--- src/cpu_macros.svh ---
`ifndef CPU_MACROS_SVH
`define CPU_MACROS_SVH

// data word and address width
`define WORD_SIZE 16

`define NUM_REGS 4
`define REG_IDX_W $clog2(`NUM_REGS)

// memory size in words
`define MEM_DEPTH 256
`define MEM_ADDR_W $clog2(`MEM_DEPTH)

`endif

--- src/cpuPkg.sv ---
`include "cpu_macros.svh"

package cpuPkg;

    typedef enum logic [3:0] {
        OP_BNE = 4'd0, OP_BEQ = 4'd1, OP_ADI = 4'd4, OP_LHI = 4'd6, OP_LWD = 4'd7,
        OP_SWD = 4'd8, OP_JMP = 4'd9, OP_JAL = 4'd10, OP_RTYPE = 4'd15
    } opcodeT;

    typedef enum logic [5:0] {
        FN_ADD = 6'd0, FN_SUB = 6'd1, FN_AND = 6'd2, FN_ORR = 6'd3,
        FN_JPR = 6'd25, FN_WWD = 6'd28, FN_HLT = 6'd29
    } funcT;

    typedef enum logic [2:0] {ALU_ADD, ALU_SUB, ALU_AND, ALU_OR, ALU_PASSA} aluOpT;

    typedef struct packed {
        logic regDst;
        logic isJumpI;
        logic isJumpR;
        logic isBranch;
        logic aluSrc;
        logic memRead;
        logic memWrite;
        logic memToReg;
        logic regWrite;
        logic isWwd;
        logic isHlt;
        logic linkWrite;
    } ctrlT;

    typedef struct packed {
        logic                  valid;
        ctrlT                  ctrl;
        opcodeT                opcode;
        funcT                  func;
        logic [`WORD_SIZE-1:0] imm;
        logic [`REG_IDX_W-1:0] rs;
        logic [`REG_IDX_W-1:0] rt;
        logic [`REG_IDX_W-1:0] rd;
        // address of the next instruction, used for links and branch targets
        logic [`WORD_SIZE-1:0] pc;
        logic [`WORD_SIZE-1:0] data1;
        logic [`WORD_SIZE-1:0] data2;
    } idExT;

    typedef struct packed {
        logic                  valid;
        logic                  memRead;
        logic                  memWrite;
        logic                  memToReg;
        logic                  regWrite;
        logic                  isWwd;
        logic                  isHlt;
        logic [`WORD_SIZE-1:0] result;
        logic [`WORD_SIZE-1:0] storeData;
        logic [`REG_IDX_W-1:0] rd;
    } exMemT;

    typedef struct packed {
        logic                  valid;
        logic                  memToReg;
        logic                  regWrite;
        logic                  isWwd;
        logic                  isHlt;
        logic [`WORD_SIZE-1:0] result;
        logic [`WORD_SIZE-1:0] loadData;
        logic [`REG_IDX_W-1:0] rd;
    } memWbT;

    typedef struct packed {
        logic                  read;
        logic                  write;
        logic [`WORD_SIZE-1:0] addr;
        logic [`WORD_SIZE-1:0] writeData;
    } memReqT;

endpackage

--- src/unifiedMem.sv ---
`include "cpu_macros.svh"

module unifiedMem (
    input  logic                  Clk,
    input  logic                  loadEn,
    input  logic [`WORD_SIZE-1:0] loadAddr,
    input  logic [`WORD_SIZE-1:0] loadData,
    input  logic [`WORD_SIZE-1:0] instrAddr,
    output logic [`WORD_SIZE-1:0] instr,
    input  cpuPkg::memReqT        dataReq,
    output logic [`WORD_SIZE-1:0] readData
);
    logic [`WORD_SIZE-1:0] mem [`MEM_DEPTH];

    // program load wins over a store from the core
    always_ff @(posedge Clk) begin
        if (loadEn) begin
            mem[loadAddr[`MEM_ADDR_W-1:0]] <= loadData;
        end else if (dataReq.write) begin
            mem[dataReq.addr[`MEM_ADDR_W-1:0]] <= dataReq.writeData;
        end
    end

    assign instr    = mem[instrAddr[`MEM_ADDR_W-1:0]];
    assign readData = dataReq.read ? mem[dataReq.addr[`MEM_ADDR_W-1:0]] : '0;

endmodule

--- config.mk ---
export PLATFORM = sky130hd
export DESIGN_NAME = unifiedMem
export DESIGN_NICKNAME = d
export VERILOG_FILES = /design/src/cpuPkg.sv /design/src/unifiedMem.sv
export VERILOG_INCLUDE_DIRS = /design/src
export SDC_FILE = /design/constraint.sdc
export NUM_CORES = 2
export LEC_CHECK = 0
export BUFFER_PORTS_ARGS = -buffer_cell sky130_fd_sc_hd__clkbuf_2
export CAP_MARGIN = 20
export CELL_PAD_IN_SITES_DETAIL_PLACEMENT = 1
export CELL_PAD_IN_SITES_GLOBAL_PLACEMENT = 1
export CORE_MARGIN = 5
export CORE_UTILIZATION = 40
export CTS_CLUSTER_DIAMETER = 200
export DETAILED_ROUTE_END_ITERATION = 8
export MAX_ROUTING_LAYER = met4
export PLACE_DENSITY = 0.64
export SLEW_MARGIN = 40
export SYNTH_ARGS = -nofsm -noshare
export SYNTH_HDL_FRONTEND = slang
export SYNTH_SLANG_ARGS = --single-unit
--- constraint.sdc ---
create_clock -name Clk -period 16 [get_ports Clk]
set_clock_uncertainty 0.2 [all_clocks]
set_input_delay 3.2 -clock Clk [delete_from_list [all_inputs] [get_ports Clk]]
set_output_delay 3.2 -clock Clk [all_outputs]
set_load 0.05 [all_outputs]
# Word-level counts from Yosys, hierarchy flattened
# Memories as Yosys holds them, arrays and structs flattened.
# Cells that the tools add are included.
[op_classes]
n_mux = 9
n_reduce_logical = 1
[op_table]
columns = ["operator", "n"]
rows = [
  ["$mux W16", 2],
  ["$reduce_or A16 Y1", 1],
  ["$mux W8", 1],
  ["$mux W1", 6],
]
[totals]
register_bits = 0
ramBits = 4096
input_bits = 84
output_inout_bits = 32
elab_cells = 11
memories = 1
[memory_table]
columns = ["name", "words", "word_bits", "read_ports", "rd_clocked_by_memory_dff", "wr", "line_no", "rtl"]
rows = [
  ["mem", 256, 16, 2, 0, 1, "unifiedMem.sv:13", "logic [`WORD_SIZE-1:0] mem [`MEM_DEPTH];"],
]

# Logic depth before layout (Yosys ltp)
[depth]
word_depth = 5
ltp_mapped = 13
depth_no_buf = 6

# Least setup slack after synthesis
# No wires, ideal clock.
[synth_path]
kind = "input-to-output"
start = "input instrAddr[0]"
end = "output instr[14]"
arrival_ps = 6303
required_ps = 12600
setup_slack_ps = 6297
path_stages = 12
n_path_buf = 6
cell_sequence = "buf_4 buf_6 buf_8 buf_8 buf_8 buf_6 mux2i_1 a22oi_1 o21ai_1 a22oi_1 nand4_1 nor4b_1"
[synth_between]
elab_chain_len = 1
[synth_lines]
columns = ["item", "line_no", "rtl"]
rows = [
  ["start, declared", "unifiedMem.sv:8", "input logic [`WORD_SIZE-1:0] instrAddr,"],
  ["$mem_v2 Z256 W16", "n/a", ""],
  ["end, declared", "unifiedMem.sv:9", "output logic [`WORD_SIZE-1:0] instr,"],
]
# No other way between the ends.

# Final worst setup path
[layout_path]
start = "input dataReq[16] (netlist bit)"
end = "output readData[9]"
[layout_between]
elab_chain_len = 2
[layout_lines]
columns = ["item", "line_no", "rtl"]
rows = [
  ["start, declared", "unifiedMem.sv:10", "input cpuPkg::memReqT dataReq,"],
  ["$mem_v2 Z256 W16", "n/a", ""],
  ["$mux W16", "unifiedMem.sv:25", "assign readData = dataReq.read ? mem[dataReq.addr[`MEM_ADDR_W-1:0]] : '0;"],
  ["end, declared", "unifiedMem.sv:11", "output logic [`WORD_SIZE-1:0] readData"],
]
# No other way between the ends.

==> flow_metrics.tcl <==
set metrics [dict create \
    drc 0 \
    slowest_stage "o31ai_1" \
    tightestPinTransition_ns 1.175 \
    grt_max_degree 145 \
    wl_per_cell_um 46.90 \
    fmax_ghz 0.08157 \
    peakVddDrop_mv 0.09523 \
    std_cell_rows 253 \
    via_count 119600 \
    h-tree-depth 5 \
    ys_async_sr_fraction_pct 0 \
    portBuffers 91 \
    ys_ff_latch 4096 \
    start_util_pct 40.16 \
    first_pass_iters 7 \
    cts_made_buffers 449 \
    worstSetupPathType "primary input to primary output" \
    clock-sinks 4096 \
    cts_hold_buf 0 \
    synth.distinct_cells 72 \
    root_buffer "clkbuf_16" \
    largest_register_ffs 4096 \
    synth_edf_count 4096 \
    cp.arrival_ns 8.86 \
    synth_area_leader_cell "edfxtp_1" \
    synthesis.nets 10140 \
    intPower_mw 18.36 \
    grt_overflow 0 \
    yosysSeqAreaShare_pct 64.51 \
    vias_per_cell 7.014 \
    grt_setup_unrepaired "no" \
    nets 10470 \
    cp_slowest_stage_delay_ns 0.89 \
    cts_resized 0 \
    synth_top_area_share_pct 64.51 \
    slew_headroom_pct 21.68 \
    cp_data_required_time_ns 12.60 \
    critPathCaptureType "primary output" \
    cap_violations 0 \
    startpoint_type "primary input" \
    switching_share_pct 25.32 \
    first_iter_violations 20470 \
    yosysMostFrequentCell "edfxtp_1" \
    drt-total-wl_um 799400 \
    slew_violations 0 \
    synth_flop_cell "edfxtp_1" \
    switchingPower_mw 6.228 \
    p_seq_share_pct 48.7 \
    synth_common_cells "4096 x edfxtp_1, 1781 x mux4_2, 669 x mux2i_1" \
    seq_area_mm2 0.1230 \
    ys_top_cells_by_area "edfxtp_1 65%, mux4_2 21%, mux2i_1 3.5%, a22oi_1 1.3%, o221ai_1 0.77%" \
    p_clk_share_pct 41.6 \
    multi_input_area_mm2 0.06544 \
    min_period_ns 12.26 \
    place_area_mm2 0.2027 \
    grt_pass1_wl_um 1068000 \
    p_comb_share_pct 9.7 \
    cts_tree "yes" \
    dp_worst_setup_slack_ns 4.076 \
    path_cells "buf_12 > buf_12 > buf_4 > buf_4 > mux2i_1 > o221ai_1 > o21ai_0 > nand3_1 > nand3_1 > o31ai_1 > clkbuf_2" \
    grt_pass1_vias 118200 \
    drive_gt1_share_pct 33.45 \
    power.density_mw_per_mm2 113.2 \
    grt_usage_pct 32.85 \
    clk_pin_slew_worst_paths_ns 0.06 \
    p_leak_nw 66.52 \
    power_mw 24.59 \
    setup_violations 0 \
    outcome "complete, no violations" \
    setup_slack_ns 3.740 \
    dp_hpwl_um 544500 \
    postRouteAntennaNets 0 \
    synth.avg_cell_area_um2 18.96 \
    place_inst 16170 \
    netlist_instances 10060 \
    ios 116 \
    die_w_um 700.4 \
    cts_setup_buffers 0 \
    fill_cells 43870 \
    die_y_um 700.4 \
    antenna_found_initial 88 \
    hold_violations 0 \
    ys_warn_count 0 \
    syn-cell-area_mm2 0.1907 \
    stdcell_area_mm2 0.2173 \
    area.growth.synth_to_final_pct 13.97 \
    clock_path_buffers 4 \
    stdcell_count 17050 \
    fin_crit_sh_pct 76.62 \
    die_area_mm2 0.4906 \
    timing.setup.tns_ns 0 \
    hold_path.class "primary input to flip-flop" \
    place.gp.congestion 1.020 \
    crit_fanout 63 \
    placeableCoreArea_mm2 0.4748 \
]
==> path summary, 6_finish.rpt <==
path	from	endpoint	slack, ns	depth (start not counted)
max	dataReq[16]	readData[9]	3.74	11
min	loadData[12]	mem[66][12]	2.63	3
==> layer usage <==
layer	global-route usage [%]	vias up	routed length (um)
met5	-	-	0
met3	10.77	1830	108300
met4	18.29	0	57640
li1	-	44260	-
met1	40.85	64780	279300
met2	47.48	8693	354200
==> cell type report <==
class	instances	share of cell area [%]
tap	6247	3.597
antenna	56	0.06449
timing repair buffer	708	3.103
sequential	4096	56.60
clock buffer	536	5.350
multi-input combinational	5124	30.11
clock inverter	270	1.154
inverter	8	0.01727
==> layout by cell type, fill, tap and decap left out, types with 50 or more instances in the layout <==
master / Yosys / layout
edfxtp_1: 4096 / 4096
mux4_2: 1781 / 1781
mux2i_1: 669 / 663
buf_4: 132 / 475
clkbuf_16: 0 / 452
a22oi_1: 329 / 325
nand2_1: 285 / 254
o22ai_1: 224 / 200
nor2_1: 370 / 177
nor3_1: 200 / 165
o221ai_1: 168 / 161
a21oi_1: 148 / 140
nor2_2: 0 / 123
nand3_1: 135 / 119
clkinv_1: 0 / 101
clkinv_2: 0 / 86
clkbuf_1: 361 / 84
clkbuf_2: 0 / 81
nor2_4: 0 / 70
nand4_1: 66 / 66
a211oi_1: 81 / 65
o21ai_0: 74 / 65
diode_2: 0 / 56
mux2_2: 54 / 54
and2_1: 54 / 50
==> through the flow <==
step                      hold WS (ns)  util (%)
after CTS                        2.576     45.66
after floorplan                  3.700         -
final                            2.627     45.77
after detailed placement         3.675     42.69
after global routing             2.650     45.76
after global placement           3.640     42.16
==> worst max-delay path: cells and delay by family <==
kind                   cells  cell delay (ns)
buffers and inverters      5             2.44
AND/OR/NAND/NOR            2             0.90
AO/OA/AOI/OAI              3             1.71
multiplexers               1             0.18
==> kinds of logic (layout without fill, tap and decap cells) <==
| group | count (synthesis) | in the layout | synth area share, % |
|---|---|---|---|
| AO/OA/AOI/OAI | 1296 | 1296 | 4.901 |
| other | 0 | 56 | 0 |
| buffers and inverters | 837 | 1522 | 2.389 |
| flip-flops | 4096 | 4096 | 64.51 |
| multiplexers | 2504 | 2504 | 24.87 |
| AND/OR/NAND/NOR | 1324 | 1324 | 3.335 |
==> power by group through the flow <==
stage	Sequential (mW)	Clock, mW	Combinational (mW)
2_1_floorplan	12.3	0	1.24
3_3_place_gp	12.2	0	2.22
3_5_place_dp	12.2	0	2.31
4_1_cts	12.0	10.3	2.32
5_1_grt	12.0	10.7	2.40
6_report	12.0	10.2	2.39
(Power assumes the default switching activity.)
