File: config.mk
export PLATFORM = sky130hd
export DESIGN_NAME = datapath
export DESIGN_NICKNAME = d
export VERILOG_FILES = /design/src/cpuPkg.sv /design/src/regFile.sv /design/src/alu.sv /design/src/controlUnit.sv /design/src/hazardUnit.sv /design/src/datapath.sv
export VERILOG_INCLUDE_DIRS = /design/src
export SDC_FILE = /design/constraint.sdc
export NUM_CORES = 1
export LEC_CHECK = 0
export BUFFER_PORTS_ARGS = -buffer_cell sky130_fd_sc_hd__clkbuf_2
export CORE_MARGIN = 10
export CORE_UTILIZATION = 55
export DETAILED_ROUTE_END_ITERATION = 16
export GPL_TIMING_DRIVEN = 0
export PLACE_DENSITY = 0.74
export SLEW_MARGIN = 10
export SYNTH_ARGS = -nofsm -noshare
export SYNTH_HDL_FRONTEND = slang
export SYNTH_SLANG_ARGS = --single-unit
File: constraint.sdc
create_clock -name Clk -period 6.7 [get_ports Clk]
set_input_delay 2.01 -clock Clk [delete_from_list [all_inputs] [get_ports Clk]]
set_output_delay 2.01 -clock Clk [all_outputs]
set_load 0.005 [all_outputs]
File: src/cpu_macros.svh
`ifndef CPU_MACROS_SVH
`define CPU_MACROS_SVH

// data word and address width
`define WORD_SIZE 16

`define NUM_REGS 4
`define REG_IDX_W $clog2(`NUM_REGS)

// memory size in words
`define MEM_DEPTH 256
`define MEM_ADDR_W $clog2(`MEM_DEPTH)

`endif

File: src/cpuPkg.sv
`include "cpu_macros.svh"

package cpuPkg;

    typedef enum logic [3:0] {
        OP_BNE = 4'd0, OP_BEQ = 4'd1, OP_ADI = 4'd4, OP_LHI = 4'd6, OP_LWD = 4'd7,
        OP_SWD = 4'd8, OP_JMP = 4'd9, OP_JAL = 4'd10, OP_RTYPE = 4'd15
    } opcodeT;

    typedef enum logic [5:0] {
        FN_ADD = 6'd0, FN_SUB = 6'd1, FN_AND = 6'd2, FN_ORR = 6'd3,
        FN_JPR = 6'd25, FN_WWD = 6'd28, FN_HLT = 6'd29
    } funcT;

    typedef enum logic [2:0] {ALU_ADD, ALU_SUB, ALU_AND, ALU_OR, ALU_PASSA} aluOpT;

    typedef struct packed {
        logic regDst;
        logic isJumpI;
        logic isJumpR;
        logic isBranch;
        logic aluSrc;
        logic memRead;
        logic memWrite;
        logic memToReg;
        logic regWrite;
        logic isWwd;
        logic isHlt;
        logic linkWrite;
    } ctrlT;

    typedef struct packed {
        logic                  valid;
        ctrlT                  ctrl;
        opcodeT                opcode;
        funcT                  func;
        logic [`WORD_SIZE-1:0] imm;
        logic [`REG_IDX_W-1:0] rs;
        logic [`REG_IDX_W-1:0] rt;
        logic [`REG_IDX_W-1:0] rd;
        // address of the next instruction, used for links and branch targets
        logic [`WORD_SIZE-1:0] pc;
        logic [`WORD_SIZE-1:0] data1;
        logic [`WORD_SIZE-1:0] data2;
    } idExT;

    typedef struct packed {
        logic                  valid;
        logic                  memRead;
        logic                  memWrite;
        logic                  memToReg;
        logic                  regWrite;
        logic                  isWwd;
        logic                  isHlt;
        logic [`WORD_SIZE-1:0] result;
        logic [`WORD_SIZE-1:0] storeData;
        logic [`REG_IDX_W-1:0] rd;
    } exMemT;

    typedef struct packed {
        logic                  valid;
        logic                  memToReg;
        logic                  regWrite;
        logic                  isWwd;
        logic                  isHlt;
        logic [`WORD_SIZE-1:0] result;
        logic [`WORD_SIZE-1:0] loadData;
        logic [`REG_IDX_W-1:0] rd;
    } memWbT;

    typedef struct packed {
        logic                  read;
        logic                  write;
        logic [`WORD_SIZE-1:0] addr;
        logic [`WORD_SIZE-1:0] writeData;
    } memReqT;

endpackage

File: src/regFile.sv
`include "cpu_macros.svh"

module regFile (
    input  logic                  Clk,
    input  logic                  arstN,
    input  logic [`REG_IDX_W-1:0] rs,
    input  logic [`REG_IDX_W-1:0] rt,
    input  logic [`REG_IDX_W-1:0] rd,
    input  logic [`WORD_SIZE-1:0] writeData,
    input  logic                  writeEn,
    output logic [`WORD_SIZE-1:0] readData1,
    output logic [`WORD_SIZE-1:0] readData2
);
    logic [`WORD_SIZE-1:0] regs [`NUM_REGS];

    always_ff @(posedge Clk or negedge arstN) begin
        if (!arstN) begin
            regs <= '{default: '0};
        end else if (writeEn) begin
            regs[rd] <= writeData;
        end
    end

    // write-through so decode sees the value retiring this cycle
    assign readData1 = (writeEn && rd == rs) ? writeData : regs[rs];
    assign readData2 = (writeEn && rd == rt) ? writeData : regs[rt];

endmodule

File: src/alu.sv
`include "cpu_macros.svh"

module alu (
    input  cpuPkg::opcodeT        opcode,
    input  cpuPkg::funcT          func,
    input  logic [`WORD_SIZE-1:0] a,
    input  logic [`WORD_SIZE-1:0] b,
    output logic [`WORD_SIZE-1:0] result,
    output logic                  branchTaken
);
    import cpuPkg::*;

    aluOpT op;

    always_comb begin
        case (opcode)
            OP_RTYPE: begin
                case (func)
                    FN_ADD:  op = ALU_ADD;
                    FN_SUB:  op = ALU_SUB;
                    FN_AND:  op = ALU_AND;
                    FN_ORR:  op = ALU_OR;
                    // JPR, WWD and HLT carry rs through
                    default: op = ALU_PASSA;
                endcase
            end
            OP_BNE, OP_BEQ: op = ALU_SUB;
            OP_JAL:         op = ALU_PASSA;
            // immediates and memory addresses
            default:        op = ALU_ADD;
        endcase
    end

    always_comb begin
        case (op)
            ALU_ADD: result = a + b;
            ALU_SUB: result = a - b;
            ALU_AND: result = a & b;
            ALU_OR:  result = a | b;
            default: result = a;
        endcase
        // low immediate byte goes to the upper half
        if (opcode == OP_LHI) begin
            result = b << (`WORD_SIZE / 2);
        end
    end

    // branches compare through the subtractor
    assign branchTaken = (opcode == OP_BEQ) ? (result == '0) :
                         (opcode == OP_BNE) ? (result != '0) : 1'b0;

endmodule

File: src/controlUnit.sv
`include "cpu_macros.svh"

module controlUnit (
    input  logic [`WORD_SIZE-1:0] instr,
    output cpuPkg::ctrlT          ctrl
);
    import cpuPkg::*;

    opcodeT opcode;
    funcT   func;

    assign opcode = opcodeT'(instr[15:12]);
    assign func   = funcT'(instr[5:0]);

    always_comb begin
        ctrl = '0;
        case (opcode)
            OP_RTYPE: begin
                case (func)
                    FN_ADD, FN_SUB, FN_AND, FN_ORR: begin
                        ctrl.regDst   = 1'b1;
                        ctrl.regWrite = 1'b1;
                    end
                    FN_JPR:  ctrl.isJumpR = 1'b1;
                    FN_WWD:  ctrl.isWwd   = 1'b1;
                    FN_HLT:  ctrl.isHlt   = 1'b1;
                    default: ;
                endcase
            end
            OP_ADI, OP_LHI: begin
                ctrl.aluSrc   = 1'b1;
                ctrl.regWrite = 1'b1;
            end
            OP_LWD: begin
                ctrl.aluSrc   = 1'b1;
                ctrl.memRead  = 1'b1;
                ctrl.memToReg = 1'b1;
                ctrl.regWrite = 1'b1;
            end
            OP_SWD: begin
                ctrl.aluSrc   = 1'b1;
                ctrl.memWrite = 1'b1;
            end
            OP_BNE, OP_BEQ: ctrl.isBranch = 1'b1;
            OP_JMP:         ctrl.isJumpI  = 1'b1;
            OP_JAL: begin
                ctrl.isJumpI   = 1'b1;
                ctrl.linkWrite = 1'b1;
                ctrl.regWrite  = 1'b1;
            end
            default: ;
        endcase
    end

endmodule

File: src/hazardUnit.sv
`include "cpu_macros.svh"

module hazardUnit (
    input  logic [`REG_IDX_W-1:0] idRs,
    input  logic [`REG_IDX_W-1:0] idRt,
    input  logic                  idUsesRs,
    input  logic                  idUsesRt,
    input  logic [`REG_IDX_W-1:0] exRs,
    input  logic [`REG_IDX_W-1:0] exRt,
    input  logic [`REG_IDX_W-1:0] exMemRd,
    input  logic                  exMemRegWrite,
    input  logic [`REG_IDX_W-1:0] memWbRd,
    input  logic                  memWbRegWrite,
    input  logic [`REG_IDX_W-1:0] idExRd,
    input  logic                  idExMemRead,
    output logic [1:0]            forwardA,
    output logic [1:0]            forwardB,
    output logic                  loadStall
);
    // 01 selects EX/MEM, 10 selects MEM/WB, nearer stage first
    assign forwardA = (exMemRegWrite && exMemRd == exRs) ? 2'b01 :
                      (memWbRegWrite && memWbRd == exRs) ? 2'b10 : 2'b00;
    assign forwardB = (exMemRegWrite && exMemRd == exRt) ? 2'b01 :
                      (memWbRegWrite && memWbRd == exRt) ? 2'b10 : 2'b00;

    // load data is not ready until MEM/WB, so decode waits one cycle
    assign loadStall = idExMemRead &&
                       ((idUsesRs && idRs == idExRd) || (idUsesRt && idRt == idExRd));

endmodule

File: src/datapath.sv
`include "cpu_macros.svh"

module datapath (
    input  logic                  Clk,
    input  logic                  arstN,
    input  logic                  hold,
    output logic [`WORD_SIZE-1:0] pc,
    input  logic [`WORD_SIZE-1:0] instr,
    output cpuPkg::memReqT        dataReq,
    input  logic [`WORD_SIZE-1:0] readData,
    output logic [`WORD_SIZE-1:0] wwdPort,
    output logic [`WORD_SIZE-1:0] numInst,
    output logic                  wwdStrobe,
    output logic                  halted
);
    import cpuPkg::*;

    localparam logic [`REG_IDX_W-1:0] linkReg = 2;

    logic [`WORD_SIZE-1:0] ifIdInstr, ifIdPc;
    logic                  ifIdValid;
    idExT                  idEx, idNext;
    exMemT                 exMem;
    memWbT                 memWb;
    ctrlT                  idCtrl;
    logic [`REG_IDX_W-1:0] idRs, idRt;
    logic                  idUsesRs, idUsesRt, idJump;
    logic [`WORD_SIZE-1:0] idData1, idData2;
    logic [1:0]            forwardA, forwardB;
    logic                  loadStall, branchTaken, exRedirect;
    logic [`WORD_SIZE-1:0] fwdA, fwdB, aluA, aluB, aluResult, exTarget, wbData;
    logic                  advance, haltRetire;

    assign advance    = !hold && !halted;
    assign haltRetire = memWb.valid && memWb.isHlt;

    assign idRs     = ifIdInstr[11:10];
    assign idRt     = ifIdInstr[9:8];
    assign idJump   = ifIdValid && idCtrl.isJumpI;
    assign idUsesRs = ifIdValid && !idCtrl.isJumpI && idNext.opcode != OP_LHI;
    assign idUsesRt = ifIdValid && (idCtrl.isBranch || idCtrl.memWrite || idCtrl.regDst);

    controlUnit u_controlUnit (.instr(ifIdInstr), .ctrl(idCtrl));

    regFile u_regFile (
        .Clk, .arstN, .rs(idRs), .rt(idRt), .rd(memWb.rd), .writeData(wbData),
        .writeEn(memWb.valid && memWb.regWrite && !hold),
        .readData1(idData1), .readData2(idData2)
    );

    always_comb begin
        idNext.valid  = ifIdValid;
        idNext.ctrl   = ifIdValid ? idCtrl : '0;
        idNext.opcode = opcodeT'(ifIdInstr[15:12]);
        idNext.func   = funcT'(ifIdInstr[5:0]);
        idNext.imm    = {{(`WORD_SIZE - 8){ifIdInstr[7]}}, ifIdInstr[7:0]};
        idNext.rs     = idRs;
        idNext.rt     = idRt;
        // JAL always links into register 2
        idNext.rd     = idCtrl.linkWrite ? linkReg : (idCtrl.regDst ? ifIdInstr[7:6] : idRt);
        idNext.pc     = ifIdPc;
        idNext.data1  = idData1;
        idNext.data2  = idData2;
    end

    hazardUnit u_hazardUnit (
        .idRs, .idRt, .idUsesRs, .idUsesRt, .exRs(idEx.rs), .exRt(idEx.rt),
        .exMemRd(exMem.rd), .exMemRegWrite(exMem.valid && exMem.regWrite),
        .memWbRd(memWb.rd), .memWbRegWrite(memWb.valid && memWb.regWrite),
        .idExRd(idEx.rd), .idExMemRead(idEx.valid && idEx.ctrl.memRead),
        .forwardA, .forwardB, .loadStall
    );

    assign fwdA = (forwardA == 2'b01) ? exMem.result : (forwardA == 2'b10) ? wbData : idEx.data1;
    assign fwdB = (forwardB == 2'b01) ? exMem.result : (forwardB == 2'b10) ? wbData : idEx.data2;
    assign aluA = idEx.ctrl.linkWrite ? idEx.pc : fwdA;
    assign aluB = idEx.ctrl.aluSrc ? idEx.imm : fwdB;

    alu u_alu (
        .opcode(idEx.opcode), .func(idEx.func), .a(aluA), .b(aluB),
        .result(aluResult), .branchTaken
    );

    assign exRedirect = idEx.valid && (idEx.ctrl.isJumpR || (idEx.ctrl.isBranch && branchTaken));
    assign exTarget   = idEx.ctrl.isJumpR ? fwdA : idEx.pc + idEx.imm;

    // the slot behind a retiring HLT must not touch memory
    assign dataReq = '{
        read:      exMem.valid && exMem.memRead && !haltRetire,
        write:     exMem.valid && exMem.memWrite && !haltRetire,
        addr:      exMem.result,
        writeData: exMem.storeData
    };

    assign wbData = memWb.memToReg ? memWb.loadData : memWb.result;

    always_ff @(posedge Clk) begin
        if (advance && !haltRetire && !loadStall) begin
            ifIdInstr <= instr;
            ifIdPc    <= pc + 1'b1;
        end
    end

    always_ff @(posedge Clk or negedge arstN) begin
        if (!arstN) begin
            pc        <= '0;
            ifIdValid <= 1'b0;
            idEx      <= '0;
            exMem     <= '0;
            memWb     <= '0;
        end else if (advance) begin
            if (haltRetire) begin
                ifIdValid   <= 1'b0;
                idEx.valid  <= 1'b0;
                exMem.valid <= 1'b0;
                memWb.valid <= 1'b0;
            end else begin
                if (loadStall) begin
                    idEx <= '0;
                end else begin
                    pc <= exRedirect ? exTarget :
                          idJump ? {ifIdPc[15:12], ifIdInstr[11:0]} : pc + 1'b1;
                    ifIdValid <= !(exRedirect || idJump);
                    idEx      <= exRedirect ? '0 : idNext;
                end
                exMem.valid     <= idEx.valid;
                exMem.memRead   <= idEx.ctrl.memRead;
                exMem.memWrite  <= idEx.ctrl.memWrite;
                exMem.memToReg  <= idEx.ctrl.memToReg;
                exMem.regWrite  <= idEx.ctrl.regWrite;
                exMem.isWwd     <= idEx.ctrl.isWwd;
                exMem.isHlt     <= idEx.ctrl.isHlt;
                exMem.result    <= aluResult;
                exMem.storeData <= fwdB;
                exMem.rd        <= idEx.rd;
                memWb.valid     <= exMem.valid;
                memWb.memToReg  <= exMem.memToReg;
                memWb.regWrite  <= exMem.regWrite;
                memWb.isWwd     <= exMem.isWwd;
                memWb.isHlt     <= exMem.isHlt;
                memWb.result    <= exMem.result;
                memWb.loadData  <= readData;
                memWb.rd        <= exMem.rd;
            end
        end
    end

    // retirement
    always_ff @(posedge Clk or negedge arstN) begin
        if (!arstN) begin
            numInst   <= '0;
            wwdPort   <= '0;
            wwdStrobe <= 1'b0;
            halted    <= 1'b0;
        end else begin
            wwdStrobe <= 1'b0;
            if (advance && memWb.valid) begin
                numInst <= numInst + 1'b1;
                if (memWb.isWwd) begin
                    wwdPort   <= memWb.result;
                    wwdStrobe <= 1'b1;
                end
                if (memWb.isHlt) begin
                    halted <= 1'b1;
                end
            end
        end
    end

endmodule

* Word level (Yosys, flattened, before mapping) *
Cells that the tools add are included.

cells by class
  add/subtract/negate cells = 5
  $lt $le $gt $ge = 4
  equality and inequality tests = 38
  muxes and demuxes = 57
  bitwise gates (word level) = 7
  reduce and logical (&&, ||, !) cells = 58

operators by type and width
  kind                                                             number
  16-bit 2-to-1 mux                                                18
  93-bit 2-to-1 mux                                                2
  16-bit binary-select mux with 2-bit select                       2
  64-bit bitwise mux                                               1
  16-bit one-hot mux with 4 select lines                           1
  16-bit by 1-bit adder with 16-bit output, second input constant  2
  16-bit adder                                                     2
  16-bit demux with 2-bit select                                   1
  1-bit logical AND                                                29
  4-bit == test, second input constant                             6
  6-bit by 2-bit == test with 1-bit output, second input constant  4
  1-bit 2-to-1 mux                                                 21
  6-bit by 5-bit == test with 1-bit output, second input constant  3
  16-bit AND                                                       1
  2-bit == test                                                    8
  4-bit by 3-bit == test with 1-bit output, second input constant  4
  16-bit logical NOT                                               1
  16-bit OR                                                        1
  16-bit nonzero test                                              1
  16-bit subtractor                                                1
  2-bit 2-to-1 mux                                                 7
  6-bit by 1-bit == test with 1-bit output, second input constant  2
  6-bit logical NOT                                                2
  12-bit 2-to-1 mux                                                1
  22 further kinds                                                 48

word-level totals
  register bits = 318
  input port bits = 35
  output and inout port bits = 84
  word-level logic and storage cells = 219

* Depth between registers and ports, before layout *
  depth after elaboration = 21
  mapped depth = 26
  gate-level depth less buffers = 24

* By module *
A second synthesis with hierarchy kept.

unflattened totals
  cell total of the unflattened synthesis = 1620
  area, all modules = 17958.5 um^2

modules (own cells, without submodules)
  module       times used  cells each  area each (um^2)  sequential area each (um^2)
  datapath     1           1064        11876.4           6165.9
  regFile      1           219         3757.4            1601.5
  alu          1           287         1959.4            0.0
  controlUnit  1           27          191.4             0.0
  hazardUnit   1           23          173.9             0.0

* Least setup slack after synthesis *
Ideal clock, no wire load.

  kind = reg2reg
  start = register, netlist name memWb[0]
  end = register pc[9]
  data arrival time = 5.682 ns
  slack = 0.809 ns
  cell stages (with the launch flop) = 25
  buffers on the path = 2
  path through = dfrtp_1 -> buf_2 -> xnor2_2 -> a31oi_1 -> o311ai_1 -> nand2_1 -> ha_1 -> and3_1 -> and3_1 -> nor2_1 -> xor2_1 -> ha_1 -> nor2_1 -> or3b_2 -> or3_1 -> a31oi_1 -> o21a_1 -> mux2_2 -> o31ai_1 -> and4bb_2 -> a41o_2 -> nor2_4 -> buf_4 -> a2111oi_0 -> a311oi_1

on the way
  word-level cells in the longest chain between the ends = 18

ends and longest elaborated chain
  what                                               line                                text
  2-bit == test (on tied branches)                   hazardUnit.sv:22, hazardUnit.sv:24
  1-bit logical AND (on tied branches)               hazardUnit.sv:22, hazardUnit.sv:24
  2-bit 2-to-1 mux (on tied branches)                hazardUnit.sv:22, hazardUnit.sv:24
  2-bit 2-to-1 mux (on tied branches)                hazardUnit.sv:21, hazardUnit.sv:23
  2-bit == test (on tied branches)                   datapath.sv:74, datapath.sv:75
  16-bit 2-to-1 mux (on tied branches) (2 in a row)  datapath.sv:74, datapath.sv:75
  16-bit 2-to-1 mux (on tied branches)               datapath.sv:76, datapath.sv:77
  16-bit subtractor, or another cell as far along    alu.sv:37                           ALU_SUB: result = a - b;
  16-bit one-hot mux with 4 select lines             alu.sv:35                           case (op)
  16-bit 2-to-1 mux                                  alu.sv:43                           if (opcode == OP_LHI) begin
  16-bit nonzero test                                alu.sv:50                           (opcode == OP_BNE) ? (result != '0) : 1'b0;
  1-bit 2-to-1 mux                                   alu.sv:50
  1-bit 2-to-1 mux                                   alu.sv:49                           assign branchTaken = (opcode == OP_BEQ) ? (result == '0) :
  1-bit logical AND                                  datapath.sv:84                      assign exRedirect = idEx.valid && (idEx.ctrl.isJumpR || (idEx.ctrl.isBranch && branchTaken));
  1-bit logical OR                                   datapath.sv:84
  1-bit logical AND                                  datapath.sv:84
  16-bit 2-to-1 mux *                                datapath.sv:121                     pc <= exRedirect ? exTarget :
  end signal, assigned                               datapath.sv:121
  end, declared                                      datapath.sv:7                       output logic [`WORD_SIZE-1:0] pc,

Mark *: on every way between the ends. The rest lies on a longest branch, timed or not.
A chain may end at the register's enable or synchronous reset.

* Final worst setup path *
  start = register memWb[38] (netlist bit)
  end = register pc[7]

on the way
  word-level cells in the longest chain between the ends = 18

ends and longest elaborated chain
  what                                               line                                text
  start, declared                                    datapath.sv:24                      memWbT memWb;
  1-bit logical AND                                  datapath.sv:69                      .memWbRd(memWb.rd), .memWbRegWrite(memWb.valid && memWb.regWrite),
  1-bit logical AND (on tied branches)               hazardUnit.sv:22, hazardUnit.sv:24
  2-bit 2-to-1 mux (on tied branches)                hazardUnit.sv:22, hazardUnit.sv:24
  2-bit 2-to-1 mux (on tied branches)                hazardUnit.sv:21, hazardUnit.sv:23
  2-bit == test (on tied branches)                   datapath.sv:74, datapath.sv:75
  16-bit 2-to-1 mux (on tied branches) (2 in a row)  datapath.sv:74, datapath.sv:75
  16-bit 2-to-1 mux (on tied branches)               datapath.sv:76, datapath.sv:77
  16-bit subtractor, or another cell as far along    alu.sv:37
  16-bit one-hot mux with 4 select lines             alu.sv:35
  16-bit 2-to-1 mux                                  alu.sv:43
  16-bit nonzero test                                alu.sv:50
  1-bit 2-to-1 mux                                   alu.sv:50
  1-bit 2-to-1 mux                                   alu.sv:49
  1-bit logical AND                                  datapath.sv:84
  1-bit logical OR                                   datapath.sv:84
  1-bit logical AND                                  datapath.sv:84
  16-bit 2-to-1 mux                                  datapath.sv:121

Several ways; a longest one is shown, not always the timed one.

==> metrics.yaml <==
timing:
  min_period_ns: 6.70
  slew-limit-headroom_pct: 23.3
  worst_slew_pin_slew_ns: 1.14
  drv_slew: 0
  fin_setup_tns_ns: -0.000743
  skew_ns: 0.0206
  hold_viol_final: 0
  fmax_ghz: 0.149
  fin_crit_sh_pct: 100
  setup_ws_ns: -0.000743
  timing.hold.ws_ns: 0.470
  setup_viol: 1
worst_setup_path:
  crit_type: "reg2reg"
  reg2reg_depth: 21
  max_stage_delay_ns: 0.70
  path_max_fanout: 10
  critical_path_buf_inv_count: 4
  regToRegEndpoint: "pc[7]"
  critical-path-slowest-cell: "o31ai_1"
  cp-end-kind: "flip-flop"
  crit_family: "compound AO/OA/AOI/OAI gates"
  r2r_slack_ns: -0.0007
  worstSetupStartpoint: "memWb[38]"
  crit_cells: 21
  cp-endpoint: "pc[7]"
  cp.arrival_ns: 7.15
  cpMostUsedCell: "buf_2"
  startpoint_type: "flip-flop"
  regToRegStartpoint: "memWb[38]"
  crit_required_ns: 7.15
  cp_cell_sequence: "and2_1, buf_2, buf_2, buf_2, a31oi_1, o31ai_1, mux2_2, ha_1, o21a_1, o31a_1, o41ai_1, a311oi_1, xnor2_1, o211ai_1, a222oi_1, and4bb_2, a41o_2, nor2_4, buf_4, a2111oi_2, a221o_1"
global_routing:
  grt_pass1_vias: 15000
  grt_pass1_wl_um: 94200
  gr-usage-all-layers_pct: 31.6
  grt_overflow: 0
  antenna_found_initial: 0
  grt_max_degree: 107
placement:
  place_ws_ns: -0.870
  place.gp.congestion: 1.02
  io_buffers: 117
  hpwl_um: 48100
cts:
  clock-root-buffer: "clkbuf_16"
  clockBufferDepth: 3
  clkLatencyLatePin_ns: 0.53
  cts_tree: "done"
  cts_buffers: 34
  cts_max_level: 2
  clkTransAtPathRegs_ns: 0.06
  cts_sinks: 302
die:
  core_sq_mm: 0.0316
  die-area_sq_mm: 0.0396
  start_util_pct: 55.9
  fp.dieH_um: 199
  ios: 119
  die_x_um: 199
  rows: 65
yosys:
  syn-cell-area_sq_mm: 0.0176
  ys_warn_count: 0
  syn_inst: 1855
  synth-edff-count: 32
  synth_fp_nets: 1927
  ys_async_sr_fraction_pct: 89.4
  synth_seq_area_share_pct: 43.8
  synthFlopType: "dfrtp_1"
  synth_top_area_share_pct: 38.3
  synthTopCellsByArea: "dfrtp_1, nand2_1, edfxtp_1"
  syn_area_per_cell_sq_um: 9.50
  ys_seq_elements: 302
  synth_largest_area_cell: "dfrtp_1"
  ys_types: 81
drt:
  drc: 0
  final_antenna_net_count: 0
  drt_iter0_drc: 1873
  drt_wl_total_um: 63400
  dr.pass1.iters: 6
  routedWlPerCell_um: 25.8
  viasPerCell: 6.54
  vias: 16100
power:
  p_int_mw: 4.66
  ir_drop_uv: 278
  switchingPower_mw: 3.12
  power.static_leakage_nw: 9.07
  clockPowerShare_pct: 25.3
  p_sw_share_pct: 40.1
  power_density_mw_per_mm2: 378
  total_power_mw: 7.78
  seqPwrFrac_pct: 34.5
  comb_power_share_pct: 40.2
hold_path:
  min-delay-start: "numInst[15]"
  worstHoldPathType: "reg2reg"
layout:
  nets: 2104
  drive_gt1_share_pct: 19.3
  insertedDiodeCount: 0
  area_growth_syn_to_layout_pct: 16.9
flow_run:
  cap_violations: 0
outcome:
  run_status: "complete, but fails checks"
  violations: "negative setup slack"
metrics by stage:
stage	utilization [%]	cell area (sq um)	cells
5_1_grt	65.3	20600	2458
3_3_place_gp	59.3	18700	2374
3_5_place_dp	59.8	18900	2380
2_1_floorplan	-	17600	1855
6_report	65.3	20600	2458
4_1_cts	64.2	20300	2448
worst min path at each step:
stage               cells after the start     endpoint  slack (ns)
global placement                        1     idEx[34]        0.45
floorplan                               2     idEx[33]        0.43
CTS                                     1     idEx[38]        0.47
global route                            1     idEx[39]        0.49
detailed placement                      1     idEx[38]        0.46
finish                                  1  numInst[15]        0.47
flip-flops by register name, summed over array words and instances (netlist names), 8 cells and up:
| signal | flops |
|---|---|
| exMem | 8 |
| dataReq | 32 |
| u_regFile.regs | 64 |
| wwdPort | 16 |
| idEx | 76 |
| ifIdInstr | 16 |
| ifIdPc | 16 |
| memWb | 39 |
| numInst | 16 |
| pc | 16 |
synthesized netlist by cell type (all sizes together) (9+ instances only):
cell,n
a211oi,10
a21o,11
a21oi,68
a22o,22
a31oi,45
and2,14
and3,19
buf,60
clkbuf,90
dfrtp,270
edfxtp,32
ha,35
inv,36
mux2,39
mux2i,76
mux4,32
nand2,351
nand2b,14
nand3,29
nand4,31
nor2,107
nor3,20
nor4,36
o211ai,11
o21a,9
o21ai,137
o311ai,10
o31ai,33
or3,9
xnor2,53
xor2,32
power by group through the flow:
stage	clock, mW	combinational [mW]	sequential, mW
floorplan	0	1.95	2.48
global placement	0	2.84	2.66
detailed placement	0	2.89	2.68
CTS	1.97	2.97	2.65
global route	2.04	3.36	2.71
finish	1.97	3.13	2.68
layer usage:
layer  track usage, %  share of wire, %  up-vias
met5                0                 0        -
met4             8.14               2.7        0
met3             6.66                10      124
met2             47.4                44      924
met1             45.3                43     7940
li1                 -                 -     7081
layout by cell type (no fill, tap or decap), types with 39 or more instances in the layout:
master,Yosys,routed
a21oi_1,68,68
a31oi_1,44,41
buf_4,35,54
clkbuf_1,90,86
clkbuf_2,0,124
dfrtp_1,270,267
mux2_2,39,39
mux2i_1,76,74
nand2_1,350,348
nor2_1,106,106
o21ai_0,135,132
xnor2_1,51,49
layout make-up:
| class | count | area [sq um] |
|---|---|---|
| fillers | 2511 | 11000 |
| flip-flops and latches | 302 | 7720 |
| plain buffers | 150 | 754 |
| clock inverters | 13 | 190 |
| repair buffers | 140 | 847 |
| well taps | 402 | 503 |
| clock buffers | 47 | 981 |
| multi-input cells | 1368 | 9470 |
| inverters | 36 | 135 |
logic make-up (layout without fill, tap and decap cells):
logic type,after synthesis,after routing,share of synthesized area [%]
compound gates,441,441,16.5
buf+inv,186,386,4.89
xor+xnor,85,85,4.39
flops,302,302,43.8
mux,147,147,10.9
simple gates,657,658,16.8
fa+ha+maj,37,37,2.71
timing repair:
| item | CTS | global route |
|---|---|---|
| cloned | 1 | 0 |
| hold buffers | 0 | 0 |
| resized for setup | 41 | 52 |
| setup endpoints to repair | 93 | 93 |
| setup buffers | 7 | 10 |
| pin swaps | 4 | 9 |
Note: power is estimated with default switching activity, not from simulation.
